### config.mk
export PLATFORM = sky130hd
export DESIGN_NAME = pongTop
export DESIGN_NICKNAME = d
export VERILOG_FILES = /design/src/rtl/pongPkg.sv /design/src/rtl/gameController.sv /design/src/rtl/ballPhysics.sv /design/src/rtl/paddleTracker.sv /design/src/rtl/spriteRasterizer.sv /design/src/rtl/pixelBusMaster.sv /design/src/rtl/pongTop.sv
export SDC_FILE = /design/constraint.sdc
export NUM_CORES = 1
export LEC_CHECK = 0
export BUFFER_PORTS_ARGS = -buffer_cell sky130_fd_sc_hd__buf_2
export CAP_MARGIN = 5
export CORE_ASPECT_RATIO = 1.1
export CORE_MARGIN = 5
export CORE_UTILIZATION = 52
export DETAILED_ROUTE_END_ITERATION = 10
export PLACE_DENSITY = 0.76
export SKIP_LAST_GASP = 1
export SLEW_MARGIN = 10
export SYNTH_ARGS = -nofsm -noshare
export SYNTH_HDL_FRONTEND = slang
export SYNTH_SLANG_ARGS = --single-unit
### constraint.sdc
create_clock -name clock -period 4.7 [get_ports clock]
set_clock_uncertainty 0.05 [all_clocks]
set_input_delay 0.94 -clock clock [delete_from_list [all_inputs] [get_ports clock]]
set_output_delay 0.94 -clock clock [all_outputs]
set_load 0.02 [all_outputs]
### src/rtl/pongPkg.sv
package pongPkg;

	typedef logic [7:0] coordX_t; // pixel column, 0 is the left edge
	typedef logic [6:0] coordY_t; // pixel row, 0 is the top edge
	typedef logic [2:0] colour_t; // one bit each for red, green, blue

	localparam colour_t colourBlack = 3'b000;
	localparam colour_t colourWhite = 3'b111;

	// one pixel on its way to the framebuffer
	typedef struct packed
	{
		coordX_t x;
		coordY_t y;
		colour_t colour;
	} pixelWrite_t;

	// wishbone classic master outputs, adr is {row, column}
	typedef struct packed
	{
		logic cyc;
		logic stb;
		logic we;
		logic [14:0] adr;
		colour_t dat;
	} wbMasterOut_t;

	typedef enum logic [2:0]
	{
		opClearScreen, // whole screen black
		opDrawPaddle,  // full 2x16 paddle white
		opPaddleUp,    // erase bottom row, draw new top row
		opPaddleDown,  // erase top row, draw new bottom row
		opEraseBall,
		opDrawBall
	} spriteOp_t;

	typedef enum logic [3:0]
	{
		stClear,
		stDrawPaddle,
		stDrawBall,
		stWaitStart,
		stStepWait,
		stMovePaddle,
		stEraseBall,
		stMoveBall,
		stDrawNewBall,
		stGameOver
	} gameState_t;

	localparam int PaddleHeight = 16;
	localparam int PaddleWidth = 2; // paddle sits in columns 0 and 1
	localparam int BallSize = 2;
	localparam int InitialPaddleY = 55;
	localparam int InitialBallX = 79;
	localparam int InitialBallY = 59;
	localparam logic InitialMoveRight = 1'b0; // ball starts going left
	localparam logic InitialMoveDown = 1'b0;  // and up

endpackage

### src/rtl/gameController.sv
`timescale 1ns/1ns

module gameController
#(
	parameter int ScreenWidth = 160,
	parameter int ScreenHeight = 120,
	parameter int StepPeriod = 50
)
(
	input  logic clock,
	input  logic resetBallCounterCommand,
	input  logic startGame,
	input  logic paddleUp,
	input  logic paddleDown,
	input  logic opDone,
	input  logic missed,
	input  logic canMoveUp,
	input  logic canMoveDown,
	output logic opStart,
	output pongPkg::spriteOp_t op,
	output logic stepBall,
	output logic movePaddle,
	output logic moveUp,
	output logic restartBall,
	output logic gameOver
);
	import pongPkg::*;

	localparam int TimerWidth = $clog2(StepPeriod + 1);

	gameState_t state;
	gameState_t nextState;
	logic opPending; // sprite op launched and not yet done
	logic opState;   // current state owns a sprite op
	logic [TimerWidth-1:0] stepCount;
	logic stepExpired;
	logic moveAllowed;

	// the start layout has to fit inside the screen
	if (InitialPaddleY + PaddleHeight > ScreenHeight || InitialBallY + BallSize > ScreenHeight
		|| InitialBallX + BallSize > ScreenWidth || StepPeriod < 1)
	begin : layoutCheck
		$fatal(1, "initial paddle or ball lies outside the screen");
	end

	assign stepExpired = (state == stStepWait) && (stepCount == TimerWidth'(StepPeriod - 1));
	assign moveAllowed = paddleUp ? canMoveUp : (paddleDown && canMoveDown); // up wins

	always_comb
	begin
		nextState = state;
		case (state)
			stClear:      if (opDone) nextState = stDrawPaddle;
			stDrawPaddle: if (opDone) nextState = stDrawBall;
			stDrawBall:   if (opDone) nextState = stWaitStart;
			stWaitStart:  if (startGame) nextState = stStepWait;
			stStepWait:   if (stepExpired) nextState = moveAllowed ? stMovePaddle : stEraseBall;
			stMovePaddle: if (opDone) nextState = stEraseBall;
			stEraseBall:  if (opDone) nextState = stMoveBall;
			stMoveBall:   nextState = stDrawNewBall; // physics updates in one edge
			stDrawNewBall:
			begin
				if (opDone)
					nextState = (missed && !gameOver) ? stGameOver : stStepWait;
			end
			stGameOver:   if (startGame) nextState = stEraseBall; // restart via erase
			default:      nextState = stClear;
		endcase
	end

	// sprite op for each drawing phase
	always_comb
	begin
		opState = 1'b1;
		op = opDrawBall;
		case (state)
			stClear:       op = opClearScreen;
			stDrawPaddle:  op = opDrawPaddle;
			stMovePaddle:  op = moveUp ? opPaddleUp : opPaddleDown;
			stEraseBall:   op = opEraseBall;
			stDrawBall,
			stDrawNewBall: op = opDrawBall;
			default:       opState = 1'b0;
		endcase
	end

	assign stepBall = (state == stMoveBall) && !gameOver;
	assign restartBall = (state == stMoveBall) && gameOver; // game over step resets the ball
	assign movePaddle = (state == stMovePaddle) && opDone;  // row moves after its redraw

	always_ff @(posedge clock)
	begin
		if (resetBallCounterCommand)
		begin
			state <= stClear;
			opStart <= 1'b0;
			opPending <= 1'b0;
			stepCount <= '0;
			moveUp <= 1'b0;
			gameOver <= 1'b0;
		end
		else
		begin
			state <= nextState;
			opStart <= opState && !opPending; // one launch per state visit
			if (opPending)
				opPending <= !opDone;
			else
				opPending <= opState;
			stepCount <= (state == stStepWait) ? stepCount + 1'b1 : '0;
			if (stepExpired)
				moveUp <= paddleUp; // direction held through the paddle op
			if (state == stDrawNewBall && opDone)
				gameOver <= !gameOver && missed; // restart redraw drops it
		end
	end

	// rasterizer only ever holds one op
	opOneAtATime: assert property (@(posedge clock) disable iff (resetBallCounterCommand)
		opStart |=> (!opStart until_with opDone));

endmodule

### src/rtl/ballPhysics.sv
`timescale 1ns/1ns

module ballPhysics
#(
	parameter int ScreenWidth = 160,
	parameter int ScreenHeight = 120
)
(
	input  logic clock,
	input  logic resetBallCounterCommand,
	input  logic stepBall,
	input  logic restartBall,
	input  pongPkg::coordY_t paddleY,
	output pongPkg::coordX_t ballX,
	output pongPkg::coordY_t ballY,
	output logic [3:0] score,
	output logic missed
);
	import pongPkg::*;

	localparam coordX_t RightWallX = coordX_t'(ScreenWidth - BallSize);   // last left column
	localparam coordY_t BottomWallY = coordY_t'(ScreenHeight - BallSize); // last top row

	logic moveRight;
	logic moveDown;
	coordX_t nextX;
	coordY_t nextY;
	logic paddleHit;

	assign nextX = moveRight ? ballX + 1'b1 : ballX - 1'b1;
	assign nextY = moveDown ? ballY + 1'b1 : ballY - 1'b1;

	// new ball rows overlap the paddle rows, one bit wider so nothing wraps
	assign paddleHit = ({1'b0, nextY} + 8'(BallSize - 1) >= {1'b0, paddleY})
		&& ({1'b0, nextY} <= {1'b0, paddleY} + 8'(PaddleHeight - 1));

	always_ff @(posedge clock)
	begin
		if (resetBallCounterCommand || restartBall)
		begin
			ballX <= coordX_t'(InitialBallX);
			ballY <= coordY_t'(InitialBallY);
			moveRight <= InitialMoveRight;
			moveDown <= InitialMoveDown;
			score <= '0;
			missed <= 1'b0;
		end
		else if (stepBall)
		begin
			ballX <= nextX;
			ballY <= nextY;
			// top and bottom walls
			if (nextY == '0)
				moveDown <= 1'b1;
			else if (nextY == BottomWallY)
				moveDown <= 1'b0;
			// right wall, else a paddle return
			if (nextX == RightWallX)
				moveRight <= 1'b0;
			else if (nextX == coordX_t'(PaddleWidth) && !moveRight && paddleHit)
			begin
				moveRight <= 1'b1;
				score <= score + 4'd1; // wraps at 16
			end
			if (nextX == '0)
				missed <= 1'b1; // held until restart
		end
	end

	// a step never carries the ball off screen
	ballOnScreen: assert property (@(posedge clock) disable iff (resetBallCounterCommand)
		stepBall |=> (ballX <= RightWallX) && (ballY <= BottomWallY));

endmodule

### src/rtl/paddleTracker.sv
`timescale 1ns/1ns

module paddleTracker
#(
	parameter int ScreenHeight = 120
)
(
	input  logic clock,
	input  logic resetBallCounterCommand,
	input  logic movePaddle,
	input  logic moveUp,
	output pongPkg::coordY_t paddleY,
	output logic canMoveUp,
	output logic canMoveDown
);
	import pongPkg::*;

	localparam coordY_t LowestPaddleY = coordY_t'(ScreenHeight - PaddleHeight);

	assign canMoveUp = (paddleY != '0);
	assign canMoveDown = (paddleY < LowestPaddleY); // bottom row stays on screen

	always_ff @(posedge clock)
	begin
		if (resetBallCounterCommand)
			paddleY <= coordY_t'(InitialPaddleY);
		else if (movePaddle && moveUp && canMoveUp)
			paddleY <= paddleY - 1'b1;
		else if (movePaddle && !moveUp && canMoveDown)
			paddleY <= paddleY + 1'b1;
	end

	// controller only asks for moves it was told are free
	paddleInRange: assert property (@(posedge clock) disable iff (resetBallCounterCommand)
		movePaddle |-> (moveUp ? canMoveUp : canMoveDown) ##1 (paddleY <= LowestPaddleY));

endmodule

### src/rtl/spriteRasterizer.sv
`timescale 1ns/1ns

module spriteRasterizer
#(
	parameter int ScreenWidth = 160,
	parameter int ScreenHeight = 120
)
(
	input  logic clock,
	input  logic resetBallCounterCommand,
	input  logic opStart,
	input  pongPkg::spriteOp_t op,
	input  pongPkg::coordX_t ballX,
	input  pongPkg::coordY_t ballY,
	input  pongPkg::coordY_t paddleY,
	input  logic pixelAccepted,
	output pongPkg::pixelWrite_t pixel,
	output logic pixelValid,
	output logic opDone
);
	import pongPkg::*;

	spriteOp_t curOp; // op being walked
	coordX_t baseX;   // top left corner, latched at start
	coordY_t baseY;
	coordX_t scanX;   // x runs fastest
	coordY_t scanY;
	coordX_t lastX;
	coordY_t lastY;
	logic lastPixel;

	// extent of each shape
	always_comb
	begin
		lastX = coordX_t'(BallSize - 1);
		lastY = coordY_t'(BallSize - 1);
		case (curOp)
			opClearScreen:
			begin
				lastX = coordX_t'(ScreenWidth - 1);
				lastY = coordY_t'(ScreenHeight - 1);
			end
			opDrawPaddle:
			begin
				lastX = coordX_t'(PaddleWidth - 1);
				lastY = coordY_t'(PaddleHeight - 1);
			end
			opPaddleUp, opPaddleDown:
			begin
				lastX = coordX_t'(PaddleWidth - 1);
				lastY = coordY_t'(1); // one erase row then one draw row
			end
			default: ;
		endcase
	end

	assign lastPixel = (scanX == lastX) && (scanY == lastY);

	always_comb
	begin
		pixel.x = baseX + scanX;
		pixel.y = baseY + scanY;
		pixel.colour = colourWhite;
		case (curOp)
			opClearScreen, opEraseBall: pixel.colour = colourBlack;
			opPaddleUp:
			begin
				pixel.y = (scanY == '0) ? baseY + coordY_t'(PaddleHeight - 1) : baseY - 1'b1;
				pixel.colour = (scanY == '0) ? colourBlack : colourWhite;
			end
			opPaddleDown:
			begin
				pixel.y = (scanY == '0) ? baseY : baseY + coordY_t'(PaddleHeight);
				pixel.colour = (scanY == '0) ? colourBlack : colourWhite;
			end
			default: ;
		endcase
	end

	// op and origin, loaded once per op
	always_ff @(posedge clock)
	begin
		if (opStart)
		begin
			curOp <= op;
			baseX <= (op == opEraseBall || op == opDrawBall) ? ballX : '0; // paddle is at x 0
			case (op)
				opClearScreen: baseY <= '0;
				opEraseBall, opDrawBall: baseY <= ballY;
				default: baseY <= paddleY;
			endcase
		end
	end

	always_ff @(posedge clock)
	begin
		if (resetBallCounterCommand)
		begin
			pixelValid <= 1'b0;
			opDone <= 1'b0;
			scanX <= '0;
			scanY <= '0;
		end
		else
		begin
			opDone <= 1'b0;
			if (opStart)
			begin
				scanX <= '0;
				scanY <= '0;
				pixelValid <= 1'b1;
			end
			else if (pixelValid && pixelAccepted) // step only once the bus took it
			begin
				if (scanX == lastX)
				begin
					scanX <= '0;
					scanY <= scanY + 1'b1;
				end
				else
					scanX <= scanX + 1'b1;
				if (lastPixel)
				begin
					pixelValid <= 1'b0;
					opDone <= 1'b1; // one cycle after the last acknowledge
				end
			end
		end
	end

endmodule

### src/rtl/pixelBusMaster.sv
`timescale 1ns/1ns

module pixelBusMaster
(
	input  logic clock,
	input  logic resetBallCounterCommand,
	input  pongPkg::pixelWrite_t pixel,
	input  logic pixelValid,
	input  logic wbAck,
	output pongPkg::wbMasterOut_t wbOut,
	output logic pixelAccepted
);
	import pongPkg::*;

	logic busCyc;
	logic busStb;
	logic [14:0] busAdr; // row in the upper bits
	colour_t busDat;

	assign wbOut = '{cyc: busCyc, stb: busStb, we: busCyc, adr: busAdr, dat: busDat};
	assign pixelAccepted = busStb && wbAck; // write ends on this edge

	always_ff @(posedge clock)
	begin
		if (resetBallCounterCommand)
		begin
			busCyc <= 1'b0;
			busStb <= 1'b0;
		end
		else if (busStb)
		begin
			if (wbAck)
			begin
				busCyc <= 1'b0; // idle cycle before the next pixel
				busStb <= 1'b0;
			end
		end
		else if (pixelValid)
		begin
			busCyc <= 1'b1;
			busStb <= 1'b1;
		end
	end

	// request captured only while idle, then held through wait states
	always_ff @(posedge clock)
	begin
		if (!busStb && pixelValid)
		begin
			busAdr <= {pixel.y, pixel.x};
			busDat <= pixel.colour;
		end
	end

	stbNeedsCyc: assert property (@(posedge clock) disable iff (resetBallCounterCommand)
		wbOut.stb |-> wbOut.cyc);

	holdUntilAck: assert property (@(posedge clock) disable iff (resetBallCounterCommand)
		wbOut.stb && !wbAck |=> wbOut.stb && $stable(wbOut.adr) && $stable(wbOut.dat));

endmodule

### src/rtl/pongTop.sv
`timescale 1ns/1ns

module pongTop
#(
	parameter int ScreenWidth = 160,
	parameter int ScreenHeight = 120,
	parameter int StepPeriod = 50 // clock cycles per game step
)
(
	input  logic clock,
	input  logic resetBallCounterCommand,
	input  logic startGame,
	input  logic paddleUp,
	input  logic paddleDown,
	output pongPkg::wbMasterOut_t wbOut,
	input  logic wbAck,
	output logic [3:0] score,
	output logic gameOver
);
	import pongPkg::*;

	// controller to datapath
	logic opStart;
	spriteOp_t op;
	logic opDone;
	logic stepBall;
	logic restartBall;
	logic missed;
	logic movePaddle;
	logic moveUp;
	logic canMoveUp;
	logic canMoveDown;

	// positions shared by physics, tracker and rasterizer
	coordX_t ballX;
	coordY_t ballY;
	coordY_t paddleY;

	// rasterizer to bus master
	pixelWrite_t pixel;
	logic pixelValid;
	logic pixelAccepted;

	gameController #(.ScreenWidth(ScreenWidth), .ScreenHeight(ScreenHeight),
		.StepPeriod(StepPeriod)) controller (.*);

	ballPhysics #(.ScreenWidth(ScreenWidth), .ScreenHeight(ScreenHeight)) physics (.*);

	paddleTracker #(.ScreenHeight(ScreenHeight)) paddle (.*); // only rows matter here

	spriteRasterizer #(.ScreenWidth(ScreenWidth), .ScreenHeight(ScreenHeight)) rasterizer (.*);

	pixelBusMaster busMaster (.*);

endmodule

# After elaboration in Yosys (flattened, before gate mapping)
# Cells that the tools add are included.
[op_classes] addsub=17 n_eq_ne=31 reduce_logical=55 muxes=44 bitwise_logic=3 magnitude_cmp=3
[ops] op="$pmux 7 s2" n=3
[ops] op="$mux 4" n=10
[ops] op="$pmux 4 s10" n=1
[ops] op="$mux 7" n=5
[ops] op="$mux 8" n=3
[ops] op="$add 7x1->7 const B" n=3
[ops] op="$sub 7x1->7 const B" n=3
[ops] op="$logic_and 1x1->1" n=19
[ops] op="$mux 1" n=18
[ops] op="$add 8x1->8 const B" n=2
[ops] op="$eq 4x3->1 const B" n=4
[ops] op="$logic_not 7->1" n=2
[ops] op="$ne 2x1->1 const B" n=7
[ops] op="$pmux 3 s4" n=1
[ops] op="$reduce_and 2->1" n=6
[ops] op="$reduce_bool 2->1" n=6
[ops] op="$reduce_or 2->1" n=5
[ops] op="$eq 3x3->1 const B" n=3
[ops] op="$reduce_and 9->1" n=1
[ops] op="$add 7x1->8 const B" n=1
[ops] op="$add 7x4->8 const B" n=1
[ops] op="$add 8x8->8" n=1
[ops] op="$eq 4x2->1 const B" n=2
[ops] op="$eq 4x4->1 const B" n=2
[ops] op="32 further kinds" n=44
[totals] ff_bits=98 wordCells=177

# Depth between registers and ports, before layout
# Gate-level depths: netlist of run 1.
[depth] ltp_word=8 ltp_mapped=15 depth_no_buf=15

# Modules after synthesis
# A second synthesis of run 1 with hierarchy kept.
[hier_totals] cells_unflattened=701 hier_area_um2=6687.7
[by_module_without_submodules] mod="spriteRasterizer" cells_each=259 instances=1 area_each_um2=2404.8
[by_module_without_submodules] mod="ballPhysics" cells_each=254 instances=1 area_each_um2=2174.6
[by_module_without_submodules] mod="gameController" cells_each=98 instances=1 area_each_um2=870.8
[by_module_without_submodules] mod="pixelBusMaster" cells_each=30 instances=1 area_each_um2=660.6
[by_module_without_submodules] mod="paddleTracker" cells_each=60 instances=1 area_each_um2=576.8

# Least setup slack after synthesis of run 1
# OpenSTA, ideal clock, no wires.
[synth_timing] kind="register -> register" startpoint="reg paddle.paddleY[0]" endpoint="reg paddle.paddleY[6]" path_buffers=0 setup_ns=0.070 arrival_time_ns=3.237 required_time_ns=4.580 stages_incl_launch_ff=15 slack_ns=1.342 cell_sequence="dfxtp_1 inv_1 ha_1 or3b_1 nor4_1 nand4b_1 inv_1 ha_1 nor2b_1 o21ai_0 a21boi_0 o21ai_0 a21oi_1 or4_1 a21oi_1"
[synth_between] elab_chain_len=3 elab_cells_between_ends=9
[synth_rtl] item="start, declared" line="paddleTracker.sv:12" source="output pongPkg::coordY_t paddleY,"
[synth_rtl] item="start signal, assigned" line="paddleTracker.sv:26" source="paddleY <= coordY_t'(InitialPaddleY);"
[synth_rtl] item="start signal, assigned" line="paddleTracker.sv:28" source="paddleY <= paddleY - 1'b1;"
[synth_rtl] item="start signal, assigned" line="paddleTracker.sv:30" source="paddleY <= paddleY + 1'b1;"
[synth_rtl] item="$add 7x1->7, or another cell as far along" line="paddleTracker.sv:30"
[synth_rtl] item="$mux 7, or another cell as far along" line="paddleTracker.sv:29" source="else if (movePaddle && !moveUp && canMoveDown)"
[synth_rtl] item="$mux 7 or $reduce_bool 2->1 (tied branches)"
# Parallel ways exist; a longest one is shown, timed or not. The select of a mux whose other input is x is not followed.
# A chain may end at the register's enable or synchronous reset.

# Final worst setup path of run 1
# Same ends and word-level chain as after synthesis.

==> flow_summary.ini, run 1 <==
[place]
io_buffers = 31
dp_cells = 829
routabilityCongestion = 0.860
pre_cts_slack_ns = 0.846
dpl_cell_area_mm2 = 0.00633
hpwl_mm = 9.48

[die]
row_count = 41
start_util = 0.531
coreArea_mm2 = 0.0115
die_y_um = 124
dieArea_mm2 = 0.0140
die_x_um = 113
ioPinCount = 32

[clocking]
cts_made_buffers = 9
postCtsSetupBuffers = 0
cts_resized = 0
cts.clk_slew.worst_paths_ns = 0.07
clock_latency_ns = 0.34
hold_buffers = 0
cts_sinks = 96
cts_tree = yes
clockRootBuffer = clkbuf_16
cts.htree.levels = 3
clockBufferDepth = 2

[synthesis]
synth_cell_types = 60
synth_nets = 740
syn_inst = 673
synth_enable_flop_cells = 34
yosys_register_bits = 96
syn-mean-instance-area_um2 = 9.06
ys_async_sr_fraction = 0
yosysWarnings = 0
ys_dominant_reg_cell = dfxtp_1
seq_area_frac_synth = 0.371
netlist_area_mm2 = 0.00610

[power]
p_seq_frac = 0.460
p_leak_nw = 2.67
p_per_area_mw_per_mm2 = 374
p_total_mw = 2.48
p_int_mw = 1.71
pwr-share-clk = 0.304
vdd_drop_max_uv = 214
power_frac_comb = 0.236
switchingPower_mw = 0.767
p_sw_frac = 0.309

[final_layout]
syn_to_final_growth_pct = 8.80
multi_input_area_mm2 = 0.00357
nFillCells = 973
stdcell_count = 845
register_area_mm2 = 0.00226
fin_area_mm2 = 0.00664
fin_nets = 757
drive_gt1_frac = 0.0878
diodes = 0
utilization = 0.578

[timing]
timing.hold.ws_ns = 0.402
slew_viol_final = 0
fin_crit_sh = 0.822
setup_viol = 0
hold_viol_final = 0
relSlewSlack = 0.380
worstMarginPinSlew_ns = 0.923
fin_crit_ns = 3.86
setup_ws_ns = 0.837
tns_ns = 0
fmax_mhz = 259
rsz0062_at_grt = false

[setup_path]
reg2reg_setup_slack_ns = 0.84
crit_arrival_ns = 4.09
cp_max_fo = 5
cp-start-kind = flop
r2r_start = paddle.paddleY[0]
cp_slowest_stage_delay_ns = 0.47
r2r-end = paddle.paddleY[6]
worstPathRequired_ns = 4.92
critPathKind = reg -> reg
end_kind = flop
cp_slowest_cell = or4_1
r2r_cells = 14
path_cells = inv_1 -> ha_1 -> or3b_1 -> nor4_1 -> nand4b_1 -> inv_1 -> ha_1 -> nor2b_1 -> o21ai_0 -> a21boi_0 -> o21ai_0 -> a21oi_1 -> or4_1 -> a21oi_1

[drt]
vias = 4866
first_pass_iters = 5
wl_per_cell_um = 14.9
drcViolationCount = 0
postRouteAntennaNets = 0
wl_mm = 12.6
first_iter_violations = 319
viasPerCell = 5.76

[grt]
grt_max_degree = 33
grt_usage = 0.187
antenna_found_initial = 0
overflow = 0
grt_pass1_wl_mm = 21.3
first_global_vias = 4620

[outcome]
outcome = finished, final reports clean

[min_path]
min_from = controller.opPending
hp-class = reg -> reg
hold_path_end = controller.opStart
min_path_cells = 1

[flow_run]
cap_violations = 0
-- worst max path at each step --
stage                 startpoint                end  slack, ns  depth (start not counted)
6_report       paddle.paddleY[0]  paddle.paddleY[6]       0.84                         14
3_3_place_gp   paddle.paddleY[0]  paddle.paddleY[6]       1.11                         14
2_1_floorplan  paddle.paddleY[0]  paddle.paddleY[6]       1.34                         14
3_5_place_dp   paddle.paddleY[0]  paddle.paddleY[6]       0.85                         14
5_1_grt        paddle.paddleY[0]  paddle.paddleY[6]       0.55                         14
4_1_cts        paddle.paddleY[0]  paddle.paddleY[6]       0.85                         14
-- power by group through the flow --
stage	Combinational (mW)	Sequential (mW)	Clock [mW]
global placement	0.568	1.16	0
global route	0.657	1.16	0.798
detailed placement	0.584	1.16	0
floorplan	0.440	1.16	0
finish	0.585	1.14	0.753
CTS	0.588	1.14	0.768
-- synth_stat cells, drive strengths merged (6+ instances only) --
cell	number	area, um2
a21o	10	75.1
xor2	17	149
nor3b	7	52.6
ha	56	701
a31oi	6	37.5
buf	10	63.8
nor3	19	105
o22ai	6	37.5
nand4	15	106
a21oi	52	260
nand2b	13	81.3
a211oi	8	60.1
dfxtp	62	1240
nand3	12	60.1
o21ai	30	150
a22o	7	61.3
nor2	71	267
and2	11	68.8
nor2b	6	37.5
o21bai	10	75.1
and3	6	37.5
clkbuf	17	63.8
inv	38	143
edfxtp	34	1020
a211o	6	52.6
xnor2	40	365
nand2	41	154
-- flip-flops by register name, indices dropped and copies added (netlist names), 3 cells and up --
signal,cells
rasterizer.scanY,7
physics.ballX,8
rasterizer.scanX,8
controller.stepCount,6
controller.state,4
rasterizer.baseY,7
physics.score,4
rasterizer.baseX,8
rasterizer.curOp,3
busMaster.busAdr,15
physics.ballY,7
paddle.paddleY,7
-- logic make-up (layout without fill, tap and decap cells) --
family | after synthesis | count (layout) | synth area share
mux | 7 | 7 | 0.0119
xor+xnor | 57 | 57 | 0.0843
simple gates | 229 | 229 | 0.193
buf+inv | 65 | 87 | 0.0443
compound gates | 158 | 158 | 0.164
fa+ha+maj | 61 | 61 | 0.131
flops | 96 | 96 | 0.371
-- layout by cell type, fill, tap and decap left out, types with 6 or more instances in the layout --
cell type and instances:
a211oi_1 8, ha_1 56, a21oi_1 52, inv_1 37, nand3_1 12, nand4_1 13, dfxtp_1 62, xnor2_1 38
a21o_1 10, a211o_1 6, xor2_1 17, o21ai_0 28, nor2b_1 6, and3_1 6, buf_2 31, nand2_1 41
edfxtp_1 34, a22o_1 7, nor2_1 71, a31oi_1 6, nor3_1 17, o22ai_1 6, nand2b_1 13, and2_1 11
clkbuf_16 9, o21bai_1 10, nor3b_1 7
-- critical path: cells and delay by family, from the launching register on --
kind / cells / cell delay, ns
AOI/OAI and AO/OA: 5 / 0.89
adders and majority gates: 2 / 0.53
buffers and inverters: 2 / 0.32
DFF: 1 / 0.35
and+or+nand+nor: 5 / 1.65
-- metal layers --
layer / vias to the layer above / share of wire / global-route usage / routed length, um
met5: - / 0 / 0 / 0
met4: 0 / 0.021 / 0.0646 / 258
met3: 24 / 0.045 / 0.0408 / 560
met2: 112 / 0.49 / 0.336 / 6150
met1: 2285 / 0.45 / 0.222 / 5590
li1: 2445 / - / - / -
-- layout make-up --
class                           count  share of cell area
Clock buffer                       11              0.0366
Clock inverter                      5             0.00962
Inverter                           38              0.0215
Multi-Input combinational cell    512               0.538
Sequential cell                    96               0.341
Tap cell                          150              0.0283
Timing Repair Buffer               33              0.0256
Power figures use the tool's default switching activity.
==> run 2: changes to the inputs <==
--- a/config.mk
+++ b/config.mk
@@ -5,13 +5,14 @@
 export SDC_FILE = /design/constraint.sdc
 export NUM_CORES = 1
 export LEC_CHECK = 0
+export ABC_AREA = 1
 export BUFFER_PORTS_ARGS = -buffer_cell sky130_fd_sc_hd__buf_2
 export CAP_MARGIN = 5
 export CORE_ASPECT_RATIO = 1.1
 export CORE_MARGIN = 5
 export CORE_UTILIZATION = 52
 export DETAILED_ROUTE_END_ITERATION = 10
-export PLACE_DENSITY = 0.76
+export PLACE_DENSITY = 0.79
 export SKIP_LAST_GASP = 1
 export SLEW_MARGIN = 10
 export SYNTH_ARGS = -nofsm -noshare
==> constraint.sdc (replaced) <==
create_clock -name clock -period 3.2 [get_ports clock]
set_clock_uncertainty 0.05 [all_clocks]
set_input_delay 0.64 -clock clock [delete_from_list [all_inputs] [get_ports clock]]
set_output_delay 0.64 -clock clock [all_outputs]
set_load 0.02 [all_outputs]
==> run 2 against run 1 <==
Net effect:
- combinational power down 76%
- sequential power up 15%
- global-route usage up 0.26 points
- via count up 9.7%
- first-iteration DRC count up 50%
- die area up 3.1%
- power down 0.26%
- worst setup slack worse by 0.55 ns
- routed wire length up 4.0%
- critical endpoint is now physics.score[2]
- largest cell class unchanged
- highest routed layer unchanged
==> flow_summary.ini, run 2 <==
[final_layout]
diodes = 0
utilization = 0.575
final_cell_mix = nand2_1, inv_1, nor2_1
largest_register = busMaster.busAdr
nFillCells = 1125
syn_to_final_growth_pct = 9.33
drive_gt1_frac = 0.114
stdcell_count = 1029
fin_nets = 937
largest_reg_flops = 15
register_area_mm2 = 0.00226
multi_input_area_mm2 = 0.00343
layout_commonest_cell = nand2_1

[synthesis]
synth_enable_flop_cells = 34
yosys-top-cells-area = dfxtp_1, edfxtp_1, ha_1, nand2_1, inv_1
netlist_area_mm2 = 0.00631
synth_nets = 903
synth_top_area_frac = 0.197
syn_inst = 836
ys_async_sr_fraction = 0
syn-mean-instance-area_um2 = 7.54
yosysWarnings = 0
synth_top_cell_by_area = dfxtp_1
ys_dominant_reg_cell = dfxtp_1
yosysMostFrequentCell = nand2_1
seq_area_frac_synth = 0.359
synth_cell_types = 48
yosys_register_bits = 96
netlist_top_cells_count = nand2_1, inv_1, nor2_1

[drt]
vias = 5337
postRouteAntennaNets = 0
viasPerCell = 5.19
first_iter_violations = 480
first_pass_iters = 5
wl_mm = 13.1
wl_per_cell_um = 12.7
drcViolationCount = 0

[timing]
hold_viol_final = 0
fin_crit_ns = 2.91
rsz0062_at_grt = false
slew_viol_final = 0
relSlewSlack = 0.516
tns_ns = 0
fmax_mhz = 343
setup_viol = 0
worstMarginPinSlew_ns = 0.723
fin_crit_sh = 0.910

[outcome]
outcome = finished, final reports clean

[power]
p_sw_frac = 0.242
p_leak_nw = 3.27
p_int_mw = 1.88
pwr-share-clk = 0.415
p_seq_frac = 0.528
power_frac_comb = 0.056
switchingPower_mw = 0.598
vdd_drop_max_uv = 253
p_total_mw = 2.47
p_per_area_mw_per_mm2 = 359

[die]
ioPinCount = 32
row_count = 42
dieArea_mm2 = 0.0144
die_x_um = 115
die_y_um = 125
coreArea_mm2 = 0.0120
start_util = 0.526

[clocking]
cts_tree = yes
cts_made_buffers = 9
postCtsSetupBuffers = 0
clock_latency_ns = 0.35
cts_sinks = 96
clockBufferDepth = 2
cts.clk_slew.worst_paths_ns = 0.07
hold_buffers = 0
cts_resized = 0
clockRootBuffer = clkbuf_16
cts.htree.levels = 3

[setup_path]
end_kind = flop
crit_arrival_ns = 3.12
worstPathRequired_ns = 3.41
cp_max_fo = 8
cp-start-kind = flop
critPathKind = reg -> reg

[place]
io_buffers = 31
routabilityCongestion = 0.906
dp_cells = 1013
hpwl_mm = 10.1

[grt]
grt_usage = 0.190
first_global_vias = 5067
overflow = 0
grt_pass1_wl_mm = 22.7
antenna_found_initial = 0
grt_max_degree = 21

[min_path]
hp-class = reg -> reg

[flow_run]
cap_violations = 0
-- run 2: cell count changes in the layout (fill, tap and decap cells not counted), moves of 10 or more --
cell and change:
nand2b_1 -13, xnor2_1 -29, nand2_1 +122, nand3_1 +23, nand2_2 +17, and2_1 -10
nor2_1 +15, o21ai_0 +16, inv_1 +99
-- run 2: kinds of logic (layout without fill, tap and decap cells) --
kind of cell | after synthesis | after routing | share of synthesized area
AND/OR/NAND/NOR | 354 | 354 | 0.251
buffers and inverters | 158 | 197 | 0.0984
AO/OA/AOI/OAI | 138 | 138 | 0.125
flip-flops | 96 | 96 | 0.359
adder cells (fa/ha/maj) | 61 | 61 | 0.127
XOR/XNOR | 29 | 29 | 0.0403
-- run 2: layer usage --
layer,global-route usage,vias up,wire length (um)
met5,0,-,0
met4,0.0546,0,252
met3,0.0329,19,524
met2,0.330,105,6370
met1,0.240,2416,5910
li1,-,2797,-
-- run 2: power by group through the flow --
stage	registers (mW)	logic [mW]	clock network (mW)
floorplan	1.35	0.0810	0
global placement	1.33	0.135	0
detailed placement	1.33	0.140	0
CTS	1.31	0.140	1.05
global route	1.31	0.154	1.10
finish	1.31	0.139	1.03
-- run 2: worst paths after layout --
path	startpoint	endpoint	slack, ns	depth (start not counted)
max	physics.moveDown	physics.score[2]	0.29	17
min reg2reg	controller.stepCount[0]	controller.stepCount[0]	0.42	1
max reg2reg	physics.moveDown	physics.score[2]	0.29	17
min	controller.stepCount[0]	controller.stepCount[0]	0.42	1
-- run 2: area by class of cell --
| type | count | area share |
|---|---|---|
| Tap cell | 154 | 0.0279 |
| Inverter | 146 | 0.0795 |
| Timing Repair Buffer | 35 | 0.0269 |
| Clock buffer | 9 | 0.0327 |
| Multi-Input combinational cell | 582 | 0.497 |
| Clock inverter | 7 | 0.00762 |
| Sequential cell | 96 | 0.328 |
-- run 2: through the flow --
stage / cell area, um2 / hold slack [ns] / worst slack [ns]
floorplan: 6310 / 0.383 / 0.552
finish: 6890 / 0.417 / 0.287
CTS: 6890 / 0.418 / 0.289
detailed placement: 6610 / 0.406 / 0.328
global route: 6890 / 0.432 / 0.00492
global placement: 6610 / 0.396 / 0.404
-- run 2: worst max-delay path, stage by stage, from the launching register on --
cell and delay [ns]:
dfxtp_1 0.37, inv_1 0.16, ha_2 0.44, nand3_1 0.11
nand3_1 0.13, and2_1 0.29, nand3_1 0.16, xor2_1 0.17
ha_1 0.27, nand2_1 0.04, inv_1 0.04, nand2_1 0.04
nand2_1 0.05, nand2_1 0.08, a21oi_2 0.19, nand4_1 0.10
nand2_1 0.07, nor2_1 0.04
==> run 3: changes to the inputs <==
--- a/config.mk
+++ b/config.mk
@@ -5,7 +5,6 @@
 export SDC_FILE = /design/constraint.sdc
 export NUM_CORES = 1
 export LEC_CHECK = 0
-export ABC_AREA = 1
 export BUFFER_PORTS_ARGS = -buffer_cell sky130_fd_sc_hd__buf_2
 export CAP_MARGIN = 5
 export CORE_ASPECT_RATIO = 1.1
==> run 3 against run 2 <==
Net effect:
- the run now ends with negative setup slack left
- design area grew 4.3%
- clock-buffer cell count grew 2
- sequential power grew 23%
==> flow_summary.ini, run 3 (synthesis results as in run 1) <==
[timing]
fin_crit_sh = 1.03
setup_viol = 2
fin_crit_ns = 3.29
hold_viol_final = 0
setup_ws_ns = -0.0901
fmax_mhz = 304
tns_ns = -0.142
timing.hold.ws_ns = 0.408
relSlewSlack = 0.387
rsz0062_at_grt = true
worstMarginPinSlew_ns = 0.914
slew_viol_final = 0

[setup_path]
cp.buffers_inverters = 4
crit_arrival_ns = 3.47
r2r_start = physics.moveDown
worstPathRequired_ns = 3.38
cpMostUsedCell = buf_4
crit_start = physics.moveDown
r2r-end = physics.score[2]
cp_slowest_stage_delay_ns = 0.35
cp_slowest_cell = dfxtp_2
path_cells = inv_4 -> buf_4 -> ha_4 -> o21ai_2 -> o21bai_1 -> a21oi_1 -> xor2_1 -> buf_4 -> buf_4 -> nor3_1 -> xnor2_1 -> ha_1 -> a21oi_2 -> o31ai_4 -> nand4_1 -> mux2_4
critical_path_depth = 16
r2r_cells = 16
reg2reg_setup_slack_ns = -0.09
cp-endpoint = physics.score[2]
path_delay_family = compound AO/OA/AOI/OAI gates
cp-start-kind = flop
critPathKind = reg -> reg
cp_max_fo = 5
end_kind = flop

[power]
p_leak_nw = 2.92
p_per_area_mw_per_mm2 = 507
vdd_drop_max_uv = 323

[grt]
first_global_vias = 4889
antenna_found_initial = 0
grt_pass1_wl_mm = 22.6
grt_max_degree = 33
overflow = 0
grt_usage = 0.199

[drt]
vias = 5136
drcViolationCount = 0
wl_mm = 13.6
first_iter_violations = 373
postRouteAntennaNets = 0
viasPerCell = 5.75
first_pass_iters = 5
wl_per_cell_um = 15.3

[die]
row_count = 41
start_util = 0.531
die_y_um = 124
die_x_um = 113
ioPinCount = 32
coreArea_mm2 = 0.0115
dieArea_mm2 = 0.0140

[place]
pre_cts_slack_ns = -0.125
io_buffers = 31
routabilityCongestion = 0.874
hpwl_mm = 10.3

[final_layout]
largest_reg_flops = 15
diodes = 0
drive_gt1_frac = 0.198
final_cell_mix = nor2_1, dfxtp_1, ha_1, buf_4, a21oi_1
largest_register = busMaster.busAdr
layout_commonest_cell = nor2_1
fin_nets = 805
utilization = 0.626
syn_to_final_growth_pct = 17.9

[clocking]
cts_tree = yes
cts_made_buffers = 9
clockBufferDepth = 2
clock_latency_ns = 0.34
cts.htree.levels = 3
clockRootBuffer = clkbuf_16
cts.clk_slew.worst_paths_ns = 0.07
cts_sinks = 96

[flow_run]
cap_violations = 0

[outcome]
outcome = finished with violations
violations = negative setup slack

[min_path]
min_from = controller.opPending
hp-class = reg -> reg
run 3: cell count changes in the layout (fill, tap and decap cells not counted), sizes merged, moves of 18 or more:
cell,change
nand2,-140
xnor2,+31
inv,-108
buf,+46
nand3,-27
nor2,-25
o21ai,-18
run 3: cell type report:
type	count	area, um2
fillers	918	4300
multi-input cells	512	3760
flip-flops and latches	96	2260
repair buffers	81	534
clock buffers	11	243
well taps	150	188
inverters	38	145
clock inverters	5	61.3
run 3: worst register-to-register path: stages, from the launching register on:
cell	delay, ns
dfxtp_2	0.35
inv_4	0.05
buf_4	0.14
ha_4	0.28
o21ai_2	0.05
o21bai_1	0.15
a21oi_1	0.09
xor2_1	0.19
buf_4	0.15
buf_4	0.15
nor3_1	0.29
xnor2_1	0.19
ha_1	0.27
a21oi_2	0.20
o31ai_4	0.12
nand4_1	0.14
mux2_4	0.31
run 3: worst min path at each step:
stage	slack (ns)	cells after the start	endpoint
2_1_floorplan	0.37	1	controller.opStart
4_1_cts	0.41	1	controller.opStart
5_1_grt	0.43	1	controller.opStart
3_5_place_dp	0.39	1	controller.opStart
6_report	0.41	1	controller.opStart
3_3_place_gp	0.39	1	controller.opStart
run 3: metal layers:
| metal | wire length (um) | track usage |
|---|---|---|
| met5 | 0 | 0 |
| met4 | 408 | 0.0804 |
| met3 | 692 | 0.0301 |
| met2 | 6880 | 0.362 |
| met1 | 5640 | 0.235 |
run 3: per-stage QoR:
stage                     instances  power [mW]  instance area [um2]
after floorplan                 673        2.35                 6140
after global placement          872        2.55                 6690
after detailed placement        872        2.59                 6690
after CTS                       891        3.68                 7060
after global routing            893        3.85                 7190
final                           893        3.64                 7190
run 3: report_power, final:
group | switching [mW] | internal, mW | leakage, nW | total [mW]
Combinational | 0.560 | 0.383 | 1.95 | 0.943
Clock | 0.455 | 0.633 | 0.147 | 1.09
Sequential | 0.0951 | 1.52 | 0.823 | 1.61
run 3: what timing repair did:
item	4_1_cts	5_1_grt
endpoints found under the setup margin	3	7
pin swaps	6	20
buffers inserted	3	2
resized for setup	13	29
hold buffers	0	0
gates cloned	0	0
